## config.mk

```make
export PLATFORM = sky130hd
export DESIGN_NAME = mapper_top
export DESIGN_NICKNAME = d
export VERILOG_FILES = /design/src/mapper_pkg.sv /design/src/mapper_reg_bus_if.sv /design/src/mapper_reg_arbiter.sv /design/src/mapper_regs.sv /design/src/mapper_decode.sv /design/src/mapper_irq.sv /design/src/mapper_top.sv
export VERILOG_INCLUDE_DIRS = /design/src /design/src/include
export SDC_FILE = /design/constraint.sdc
export NUM_CORES = 1
export LEC_CHECK = 0
export ABC_AREA = 1
export ABC_CLOCK_PERIOD_IN_PS = 4300
export BUFFER_PORTS_ARGS = -buffer_cell sky130_fd_sc_hd__buf_4
export CORE_MARGIN = 5
export CORE_UTILIZATION = 40
export CTS_CLUSTER_DIAMETER = 80
export DETAILED_ROUTE_END_ITERATION = 8
export GPL_TIMING_DRIVEN = 1
export SLEW_MARGIN = 20
export SYNTH_ARGS = -nofsm -noshare
export SYNTH_HDL_FRONTEND = slang
export SYNTH_SLANG_ARGS = --single-unit
```

## constraint.sdc

```tcl
create_clock -name clk -period 4.3 [get_ports clk]
set_clock_uncertainty 0.2 [all_clocks]
set_input_delay 0.43 -clock clk [delete_from_list [all_inputs] [get_ports clk]]
set_output_delay 0.43 -clock clk [all_outputs]
set_load 0.03 [all_outputs]
```

## src/include/mapper_config.svh

```systemverilog
/*
  Fixed dimensions of the 68000 memory mapper.
  Include wherever a region count, register depth, mailbox index
  or acknowledge function code is needed.
*/
`ifndef MAPPER_CONFIG_SVH
`define MAPPER_CONFIG_SVH

// number of decoded address regions
`define MAPPER_REGIONS 8

// depth of the byte register file
`define MAPPER_MMR_WORDS 32

// register index shared with the sound CPU as a mailbox
`define MAPPER_SND_LATCH 3

// 68000 function code of an interrupt acknowledge cycle
`define MAPPER_IACK_FC 7

// first register of the region descriptor block
// control byte at base+2n, base byte at base+2n+1
`define MAPPER_REGION_REG 16

`endif

```

## src/mapper_pkg.sv

```systemverilog
/*
  Types shared by the mapper blocks and its testbench.
  Refer to them by scoped name, e.g. mapper_pkg::region_sel_t.
*/
package mapper_pkg;

`include "mapper_config.svh"

    // register file index and payload
    typedef logic [4:0] mmr_addr_t;
    typedef logic [7:0] mmr_data_t;

    // region span, picks how many of addr[23:16] take part in the compare
    typedef enum logic [1:0] {
        SIZE_64K  = 2'd0,   // 8 bits compared
        SIZE_128K = 2'd1,   // 7 bits
        SIZE_512K = 2'd2,   // 5 bits
        SIZE_2M   = 2'd3    // 3 bits
    } region_size_e;

    // wait code: 0..2 give 1..3 cycles, 3 asks for external acknowledge
    typedef logic [1:0] dtack_cyc_t;

    // one unpacked region descriptor
    typedef struct packed {
        mmr_data_t    base;
        dtack_cyc_t   dtack;
        region_size_e size;
    } region_cfg_t;

    typedef region_cfg_t [`MAPPER_REGIONS-1:0] region_cfg_array_t;

    // one-hot select, all zero when nothing decodes
    typedef logic [`MAPPER_REGIONS-1:0] region_sel_t;

endpackage

```

## src/mapper_reg_bus_if.sv

```systemverilog
/*
  Write port into the mapper register file.
  One instance per requester; the requester drives the write,
  the arbiter answers with busy while that requester is locked out.
*/
`timescale 1ns/1ps

interface mapper_reg_bus_if;

    mapper_pkg::mmr_addr_t addr;
    mapper_pkg::mmr_data_t data;
    // write strobe, one byte per cycle
    logic we;
    // high while the other peer owns the file
    logic busy;

    modport requester (
        output addr, data, we,
        input  busy
    );

    modport arbiter (
        input  addr, data, we,
        output busy
    );

endinterface

```

## src/mapper_reg_arbiter.sv

```systemverilog
/*
  Grants the register file to the 68000 or to the MCU.
  The CPU owns it while no region decodes, the MCU while one does.
  Only the granted port's write reaches the file; the other is dropped.
*/
`timescale 1ns/1ps

module mapper_reg_arbiter (
    mapper_reg_bus_if.arbiter           cpu,
    mapper_reg_bus_if.arbiter           mcu,
    input  mapper_pkg::region_sel_t     sel,
    output mapper_pkg::mmr_addr_t       wr_addr,
    output mapper_pkg::mmr_data_t       wr_data,
    output logic                        wr_en
);

    logic cpu_grant;

    // no region active means the CPU is talking to the mapper itself
    assign cpu_grant = (sel == '0);

    // lock-out indication back to each peer
    assign cpu.busy = ~cpu_grant;
    assign mcu.busy = cpu_grant;

    // merged write port
    always_comb begin
        if (cpu_grant) begin
            wr_addr = cpu.addr;
            wr_data = cpu.data;
            wr_en   = cpu.we;
        end else begin
            wr_addr = mcu.addr;
            wr_data = mcu.data;
            wr_en   = mcu.we;
        end
    end

endmodule

```

## src/mapper_regs.sv

```systemverilog
/*
  Byte register file of the mapper.
  Unpacks the eight region descriptors for the decoder and keeps
  the sound CPU mailbox flag on the shared latch register.
  Writes land at the next clock edge.
*/
`timescale 1ns/1ps
`include "mapper_config.svh"

module mapper_regs (
    input  logic                            clk,
    input  logic                            rst,
    input  mapper_pkg::mmr_addr_t           wr_addr,
    input  mapper_pkg::mmr_data_t           wr_data,
    input  logic                            wr_en,
    input  logic                            sndmap_rd,
    output mapper_pkg::region_cfg_array_t   cfg,
    output mapper_pkg::mmr_data_t           sndmap_dout,
    output logic                            sndmap_obf
);

    mapper_pkg::mmr_data_t mmr [`MAPPER_MMR_WORDS];

    logic snd_wr;

    assign snd_wr = wr_en && (wr_addr == 5'(`MAPPER_SND_LATCH));

    always_ff @(posedge clk or posedge rst) begin
        if (rst) begin
            for (int i = 0; i < `MAPPER_MMR_WORDS; i++) begin
                mmr[i] <= '0;
            end
            sndmap_obf <= 1'b0;
        end else begin
            if (wr_en) begin
                mmr[wr_addr] <= wr_data;
            end
            // sound CPU read beats a new write in the same cycle
            if (sndmap_rd) begin
                sndmap_obf <= 1'b0;
            end else if (snd_wr) begin
                sndmap_obf <= 1'b1;
            end
        end
    end

    // mailbox byte is always visible to the sound CPU
    assign sndmap_dout = mmr[`MAPPER_SND_LATCH];

    // descriptor unpack, control byte holds {.., dtack[3:2], size[1:0]}
    for (genvar n = 0; n < `MAPPER_REGIONS; n++) begin : g_region
        assign cfg[n].size  = mapper_pkg::region_size_e'(mmr[`MAPPER_REGION_REG + 2*n][1:0]);
        assign cfg[n].dtack = mmr[`MAPPER_REGION_REG + 2*n][3:2];
        assign cfg[n].base  = mmr[`MAPPER_REGION_REG + 2*n + 1];
    end

endmodule

```

## src/mapper_decode.sv

```systemverilog
/*
  Address decoder of the mapper.
  Each region compares its base byte against the top address bits that
  its size leaves significant. The lowest matching region wins and its
  wait code is reported. Purely combinational.
*/
`timescale 1ns/1ps
`include "mapper_config.svh"

module mapper_decode (
    input  logic [23:1]                     addr,
    input  logic                            asn,
    input  mapper_pkg::region_cfg_array_t   cfg,
    output mapper_pkg::region_sel_t         sel,
    output mapper_pkg::dtack_cyc_t          dtack_cyc
);

    mapper_pkg::region_sel_t hit;
    mapper_pkg::region_sel_t first;

    // raw per-region match, several may be set when regions overlap
    always_comb begin
        hit = '0;
        for (int n = 0; n < `MAPPER_REGIONS; n++) begin
            case (cfg[n].size)
                mapper_pkg::SIZE_64K:  hit[n] = addr[23:16] == cfg[n].base;
                mapper_pkg::SIZE_128K: hit[n] = addr[23:17] == cfg[n].base[7:1];
                mapper_pkg::SIZE_512K: hit[n] = addr[23:19] == cfg[n].base[7:3];
                mapper_pkg::SIZE_2M:   hit[n] = addr[23:21] == cfg[n].base[7:5];
                default:               hit[n] = 1'b0;
            endcase
        end
    end

    // isolate the lowest set bit, region 0 has top priority
    assign first = hit & (~hit + 1'b1);

    // nothing is selected outside an address strobe
    assign sel = asn ? '0 : first;

    // wait code of the winning region
    always_comb begin
        dtack_cyc = '0;
        for (int n = 0; n < `MAPPER_REGIONS; n++) begin
            if (sel[n]) begin
                dtack_cyc = cfg[n].dtack;
            end
        end
    end

endmodule

```

## src/mapper_irq.sv

```systemverilog
/*
  Vertical blank interrupt of the mapper.
  A rising vint latches a request on IPL bit 2; the 68000
  interrupt acknowledge cycle autovectors through cpu_vpan
  and clears the request on the next edge.
*/
`timescale 1ns/1ps
`include "mapper_config.svh"

module mapper_irq (
    input  logic        clk,
    input  logic        rst,
    input  logic        vint,
    input  logic [2:0]  cpu_fc,
    input  logic        cpu_asn,
    output logic [2:0]  cpu_ipln,
    output logic        cpu_vpan
);

    logic irq_n;
    logic last_vint;
    logic inta_n;

    // acknowledge cycle: function code 7 under an address strobe
    assign inta_n = ~((cpu_fc == 3'(`MAPPER_IACK_FC)) && !cpu_asn);

    // autovector request follows the acknowledge directly
    assign cpu_vpan = inta_n;

    // only IPL2 is used, giving level 4 on the encoded lines
    assign cpu_ipln = {irq_n, 2'b11};

    always_ff @(posedge clk or posedge rst) begin
        if (rst) begin
            irq_n     <= 1'b1;
            last_vint <= 1'b0;
        end else begin
            last_vint <= vint;
            // acknowledge wins over a fresh edge
            if (!inta_n) begin
                irq_n <= 1'b1;
            end else if (vint && !last_vint) begin
                irq_n <= 1'b0;
            end
        end
    end

endmodule

```

## src/mapper_top.sv

```systemverilog
/*
  Memory mapper of a 68000 arcade board.
  Holds the region registers, decodes the CPU address into a one-hot
  region select with its DTACK wait code, shares a mailbox with the
  sound CPU and raises the vertical blank interrupt.
*/
`timescale 1ns/1ps

module mapper_top (
    input  logic                        clk,
    input  logic                        rst,
    input  logic                        vint,
    // 68000 side
    input  logic [23:1]                 addr,
    input  logic [15:0]                 cpu_dout,
    input  logic [1:0]                  cpu_dswn,
    input  logic                        cpu_asn,
    input  logic [2:0]                  cpu_fc,
    output logic [2:0]                  cpu_ipln,
    output logic                        cpu_vpan,
    output mapper_pkg::dtack_cyc_t      dtack_cyc,
    output mapper_pkg::region_sel_t     active,
    // MCU side
    input  mapper_pkg::mmr_addr_t       mcu_addr,
    input  mapper_pkg::mmr_data_t       mcu_dout,
    input  logic                        mcu_wr,
    // sound CPU mailbox
    input  logic                        sndmap_rd,
    output mapper_pkg::mmr_data_t       sndmap_dout,
    output logic                        sndmap_obf
);

    mapper_reg_bus_if cpu_bus ();
    mapper_reg_bus_if mcu_bus ();

    mapper_pkg::mmr_addr_t          wr_addr;
    mapper_pkg::mmr_data_t          wr_data;
    logic                           wr_en;
    mapper_pkg::region_cfg_array_t  cfg;

    // CPU writes the low byte, registers sit on word addresses
    assign cpu_bus.addr = addr[5:1];
    assign cpu_bus.data = cpu_dout[7:0];
    assign cpu_bus.we   = ~cpu_asn & ~cpu_dswn[0];

    assign mcu_bus.addr = mcu_addr;
    assign mcu_bus.data = mcu_dout;
    assign mcu_bus.we   = mcu_wr;

    mapper_reg_arbiter u_arb (
        .cpu     (cpu_bus.arbiter),
        .mcu     (mcu_bus.arbiter),
        .sel     (active),
        .wr_addr (wr_addr),
        .wr_data (wr_data),
        .wr_en   (wr_en)
    );

    mapper_regs u_regs (
        .clk         (clk),
        .rst         (rst),
        .wr_addr     (wr_addr),
        .wr_data     (wr_data),
        .wr_en       (wr_en),
        .sndmap_rd   (sndmap_rd),
        .cfg         (cfg),
        .sndmap_dout (sndmap_dout),
        .sndmap_obf  (sndmap_obf)
    );

    mapper_decode u_dec (
        .addr      (addr),
        .asn       (cpu_asn),
        .cfg       (cfg),
        .sel       (active),
        .dtack_cyc (dtack_cyc)
    );

    mapper_irq u_irq (
        .clk      (clk),
        .rst      (rst),
        .vint     (vint),
        .cpu_fc   (cpu_fc),
        .cpu_asn  (cpu_asn),
        .cpu_ipln (cpu_ipln),
        .cpu_vpan (cpu_vpan)
    );

endmodule

```

* Word level (Yosys, flattened, before mapping)
Index checks and enable logic that the tools add are counted.
Operators by class: reductions and logical operators 17, muxes and demuxes 27, bitwise gates (word level) 7, $add $sub $neg 1, $lt $le $gt $ge 2, equality and inequality tests 58
Operators with widths (count):
- 256-bit bitwise mux | 1
- 8-bit equality test | 8
- 7-bit equality test | 8
- 8-bit demux with 5-bit select | 1
- 5-bit equality test | 8
- 2-bit equality test, second input constant | 16
- 1-bit one-hot mux with 4 select lines | 8
- 3-bit equality test | 8
- 8-bit 2-to-1 mux | 3
- 2-bit by 1-bit equality test with 1-bit output, second input constant | 8
- 2-bit logical NOT | 8
- 2-bit 2-to-1 mux | 8
- 8-bit by 1-bit adder with 8-bit output, second input constant | 1
- 8-bit AND | 1
- 8-bit logical NOT | 1
- 8-bit inverter | 1
- 6-bit greater-or-equal comparator, second input constant | 1
- 6-bit by 1-bit less-than comparator with 1-bit output, second input constant | 1
- 5-bit inverter with 6-bit output | 1
- 5-bit by 2-bit equality test with 1-bit output, second input constant | 1
- 1-bit 2-to-1 mux | 5
- 5-bit 2-to-1 mux | 1
- 1-bit logical AND | 4
- 2-bit nonzero test | 2
- 4 further kinds | 7
Word-level totals: input bits 63, register bits 259, logic and storage cells 147

* Logic depth before layout (Yosys ltp)
depth in word-level cells 14, mapped depth 22, gate-level depth less buffers 19

* By module
Synthesis repeated with hierarchy kept, for this count alone.
Unflattened totals: cell total of the unflattened synthesis 792, area total of the unflattened synthesis 5783.0 um2
By module, submodules not included:
- mapper_regs | area an instance 4053.9 um2, sequential area each 2627.5 um2, times used 1, cells each 460
- mapper_decode | area an instance 1363.8 um2, sequential area each 0.0 um2, times used 1, cells each 262
- mapper_reg_arbiter | area an instance 239.0 um2, sequential area each 0.0 um2, times used 1, cells each 53
- mapper_irq | area an instance 122.6 um2, sequential area each 51.3 um2, times used 1, cells each 16
- mapper_top | area an instance 3.8 um2, sequential area each 0.0 um2, times used 1, cells each 1

* Worst setup path before layout
No wires, ideal clock.
kind input-to-output, start point input port addr[18] in the netlist's numbering, end point output port dtack_cyc[0], path slack 1.141 ns, required time 3.670 ns, arrival 2.529 ns, stages 14, path buffers 1, cells stage by stage buf_2 -> inv_2 -> nand2_1 -> nand2_1 -> nor2_1 -> nand2_1 -> nand2_1 -> nand2_1 -> nand2_1 -> nor2_1 -> inv_1 -> nor3_1 -> nand2_1 -> nand4_1
Between the ends: elaborated cells on any way between the ends 36, those cells by class add/sub (1); eq/ne (16); mux (17); bitwise (2)
RTL lines:
- from (decl) | line mapper_top.sv:14 | input logic [23:1] addr,
- 8-bit equality test or 7-bit equality test (tied branches) | line mapper_decode.sv:26, mapper_decode.sv:27
- 1-bit one-hot mux with 4 select lines | line mapper_decode.sv:25 | case (cfg[n].size)
- 8-bit inverter | line mapper_decode.sv:36 | assign first = hit & (~hit + 1'b1);
- 8-bit by 1-bit adder with 8-bit output | line mapper_decode.sv:36
- 8-bit AND (*) | line mapper_decode.sv:36
- 8-bit 2-to-1 mux (*) | line mapper_decode.sv:39 | assign sel = asn ? '0 : first;
- via active[6] | line mapper_top.sv:22 | output mapper_pkg::region_sel_t active,
- 2-bit 2-to-1 mux (*) (2 in a row) | line mapper_decode.sv:45 | if (sel[n]) begin
- to (decl) | line mapper_top.sv:21 | output mapper_pkg::dtack_cyc_t dtack_cyc,
Mark *: on every way through the listed nets, which the timed path passes. The rest lies on a longest branch.

* Worst setup path in the final report
start point register u_regs.mmr, in the netlist u_regs.cfg[58], end point register u_regs.mmr, in the netlist u_regs.cfg[92]
Between the ends: word-level cells in the longest chain between the ends 14, elaborated cells on any way between the ends 20, those cells by class add/sub (1); order compare (2); eq/ne (4); mux (8); bitwise (3); reduce/logical (2)
Ends and longest elaborated chain:
- from (decl) | line mapper_regs.sv:22 | mapper_pkg::mmr_data_t mmr [`MAPPER_MMR_WORDS];
- from (signal, indexed assignment) | line mapper_regs.sv:36 | mmr[wr_addr] <= wr_data;
- 8-bit equality test (tied with other cells) | line mapper_decode.sv:26 | mapper_pkg::SIZE_64K: hit[n] = addr[23:16] == cfg[n].base;
- 1-bit one-hot mux with 4 select lines (*) | line mapper_decode.sv:25
- 8-bit inverter | line mapper_decode.sv:36
- 8-bit by 1-bit adder with 8-bit output | line mapper_decode.sv:36
- 8-bit AND (*) | line mapper_decode.sv:36
- 8-bit 2-to-1 mux (*) | line mapper_decode.sv:39
- 8-bit logical NOT (*) | line mapper_reg_arbiter.sv:20 | assign cpu_grant = (sel == '0);
- 5-bit 2-to-1 mux | line mapper_reg_arbiter.sv:28 | if (cpu_grant) begin
- 5-bit inverter with 6-bit output (not written as such) | line mapper_regs.sv:36
- 6-bit greater-or-equal comparator (not written as such) or 6-bit by 1-bit less-than comparator with 1-bit output (tied branches) | line mapper_regs.sv:36
- 1-bit logical AND (not written as such) | line mapper_regs.sv:36
- 8-bit 2-to-1 mux (not written as such) | line mapper_regs.sv:36
- 8-bit demux with 5-bit select | line mapper_regs.sv:36
- 256-bit bitwise mux | line mapper_regs.sv:36
Mark *: on every way between the ends. The rest lies on a longest branch, timed or not. A chain may end at the register's enable or synchronous reset.

==> impl_metrics.csv <==
group,metric,value,unit
outcome,outcome,"finished, violations left",
outcome,violations,"hold timing",
logic_synthesis,ys_types,26,
global_routing,antenna_found_initial,0,
cts,htreeDepth,3,
worst_setup_path,critPathRequiredTime,4.35,ns
global_routing,gr-total-overflow,0,
routing,vias_per_cell,4.82,
cts,cts_tree,"done",
place,place_ws,0.587,ns
worst_setup_path,rr_endpoint,"u_regs.cfg[92]",
timing,final.setup.worst_slack,0.968,ns
cts,clk_latency,0.36,ns
power_and_ir_drop,irDropWorstVdd,0.000219,V
floorplan,dieArea,18100,µm²
place,dp.cells,1118,
cts,clk_pin_slew,0.07,ns
global_routing,grt_first_pass_wirelength,26900,µm
timing,hold-worst-slack,-0.00543,ns
cts,post_cts_buffers,0,
logic_synthesis,synth_warnings,0,
timing,tns,0,ns
place,io_buffers,64,
worst_setup_path,r2r_slack,0.97,ns
finish,drive_gt1_frac,0.140,
cts,ctsResizeCount,0,
finish,diodes,0,
finish,fillers,1586,
worst_setup_path,crit_type,"flip-flop to flip-flop",
floorplan,die_width,135,µm
finish,layout_commonest_cell,"nand2_1",
finish,multi_input_area,2980,µm²
global_routing,grt_use_total,0.186,
routing,drt_iter0_drc,389,
worst_setup_path,arrival,3.38,ns
routing,drtAntennaViolNets,0,
floorplan,initial_core_util,0.409,
logic_synthesis,syn_area,6220,µm²
timing,slew_headroom,0.501,
timing,finalHoldViolCount,1,
cts,cts_buffers,9,
floorplan,rows,45,
finish,area_growth,14.6,%
place,place.gp.congestion,0.843,
worst_setup_path,worstSetupStartpoint,"u_regs.cfg[58]",
routing,drc,0,
global_routing,grt_pass1_vias,5293,
finish,finalNetCount,1006,
finish,register_area,2680,µm²
finish,fin_cells,1136,
logic_synthesis,ys_ff_latch,107,
timing,report.final.setup_viol,0,
floorplan,core-area,15200,µm²
timing,finalCritPeriodShare,0.775,
worst_setup_path,worst-path-max-fanout,28,
timing,min_period,3.33,ns
cts,clock-sinks,107,
cts,cts.path.max_buffers,2,
worst_setup_path,crit_path_end_kind,"flip-flop",
routing,wl,16100,µm
finish,post-route-cell-area,7130,µm²
timing,slew_viol_final,0,
worst_setup_path,r2r_cells,17,
min_path,hold_path_class,"input port to async pin",
worst_setup_path,reg2reg_from,"u_regs.cfg[58]",
flow_run,cap_violations,0,
floorplan,die_y,135,µm
logic_synthesis,syn_avg_cell_area,7.05,µm²
cts,cts_root_buf,"clkbuf_16",
finish,final_cell_mix,"nand2_1 (415), nand3_1 (107), dfrtp_1 (106)",
routing,post_drt_wl_per_cell,14.1,µm
place,place_area,6840,µm²
routing,routed-via-count,5471,
routing,drt_pass1_iterations,5,
global_routing,grt_start_max_net_pins,59,
logic_synthesis,netlist_instances,882,
timing,max_slew.worst_pin.slew,0.748,ns
power_and_ir_drop,power.leakage,4.00,nW
worst_setup_path,cp-start-kind,"flip-flop",
worst_setup_path,crit_end,"u_regs.cfg[92]",
logic_synthesis,synth_seq_area_share,0.431,
power_and_ir_drop,pwr_density_cell,463,nW/µm²
timing,grt_setup_unrepaired,"false",
timing,max_clock_freq,0.300,GHz
floorplan,io_pins,86,
place,hpwl,11700,µm
## power breakdown
group | leakage, nW | total [mW] | switching (mW) | internal [mW]
clock | 0.127 | 0.784 | 0.387 | 0.397
combinational | 2.45 | 1.03 | 0.650 | 0.376
sequential | 1.43 | 1.49 | 0.201 | 1.29
total | 4.00 | 3.30 | 1.24 | 2.06
## timing repair
action	CTS	global route
hold buffers	2	0
hold endpoints to repair	2	0
endpoints found under the setup margin	0	0
## worst min-delay path by stage
| stage | start | to | depth (start not counted) |
|---|---|---|---|
| 3_3_place_gp | u_regs.cfg[15] | u_regs.cfg[15] | 2 |
| 2_1_floorplan | u_regs.cfg[50] | u_regs.cfg[50] | 2 |
| 6_report | rst | u_regs.cfg[95] | 2 |
| 4_1_cts | rst | u_regs.cfg[95] | 2 |
| 5_1_grt | rst | u_regs.cfg[95] | 2 |
| 3_5_place_dp | u_regs.cfg[14] | u_regs.cfg[14] | 2 |
## synthesized netlist by cell type
cell / number / area share
a21oi_1: 6 / 0.0048
buf_2: 15 / 0.012
buf_4: 15 / 0.018
buf_6: 5 / 0.0091
clkbuf_1: 1 / 0.00060
conb_1: 1 / 0.00060
dfrtp_1: 106 / 0.43
dfstp_2: 1 / 0.0042
inv_1: 77 / 0.046
inv_2: 7 / 0.0042
nand2_1: 415 / 0.25
nand2_2: 7 / 0.0070
nand3_1: 107 / 0.086
nand3_4: 1 / 0.0028
nand4_1: 13 / 0.013
nor2_1: 49 / 0.030
nor2_2: 2 / 0.0020
nor2_4: 4 / 0.0072
nor2_8: 2 / 0.0064
nor3_1: 5 / 0.0040
o21ai_0: 4 / 0.0032
o21ai_2: 6 / 0.0084
o21ai_4: 4 / 0.010
o21bai_4: 1 / 0.0030
xnor2_1: 10 / 0.014
xor2_1: 18 / 0.025
## cell type report
class                   instances  area share
repair buffers                 85      0.0902
clock buffers                  11      0.0327
flip-flops and latches        107       0.376
clock inverters                 5     0.00527
inverters                      84      0.0446
multi-input cells             656       0.418
well taps                     188      0.0330
## sequential cells by signal, indices dropped and copies added (netlist names)
signal              flops
u_irq.last_vint         1
u_irq.irq_n             1
u_regs.sndmap_dout      8
u_regs.sndmap_obf       1
u_regs.cfg             96
## layer usage
metal / GRT usage / part of all wire / vias up
li1: - / - / 2828
met1: 0.254 / 0.47 / 2550
met2: 0.305 / 0.48 / 77
met3: 0.0391 / 0.038 / 16
met4: 0.0441 / 0.014 / 0
met5: 0 / 0 / -
## stage by stage
step,hold slack (ns),util,total power [mW]
final,-0.00543,0.469,3.30
after global routing,0.0594,0.469,3.57
after CTS,0.0264,0.469,3.33
after detailed placement,0.258,0.450,2.54
after global placement,0.256,0.450,2.51
after floorplan,0.242,-,2.25
## cells by family after synthesis
group,Yosys count,synth area share
AND/OR/NAND/NOR,605,0.409
XOR/XNOR,28,0.0394
flip-flops,107,0.431
buffers and inverters,120,0.0905
AO/OA/AOI/OAI,21,0.0300
other,1,0.000603
## critical path, stage by stage, from the launching register on
cell and delay, ns:
dfrtp_1 0.38, inv_1 0.05, nand2_1 0.05, nand2_1 0.05, nor2_1 0.09, nand2_1 0.09, nor2_1 0.11, nand2_1 0.15
nand2_1 0.12, nor2_1 0.07, o21ai_4 0.29, nand3_4 0.31, o21ai_4 0.36, inv_2 0.15, nor2_8 0.34, nand2_2 0.24
nand2_1 0.11, nand2_1 0.06
Power figures use the tool's default switching activity.
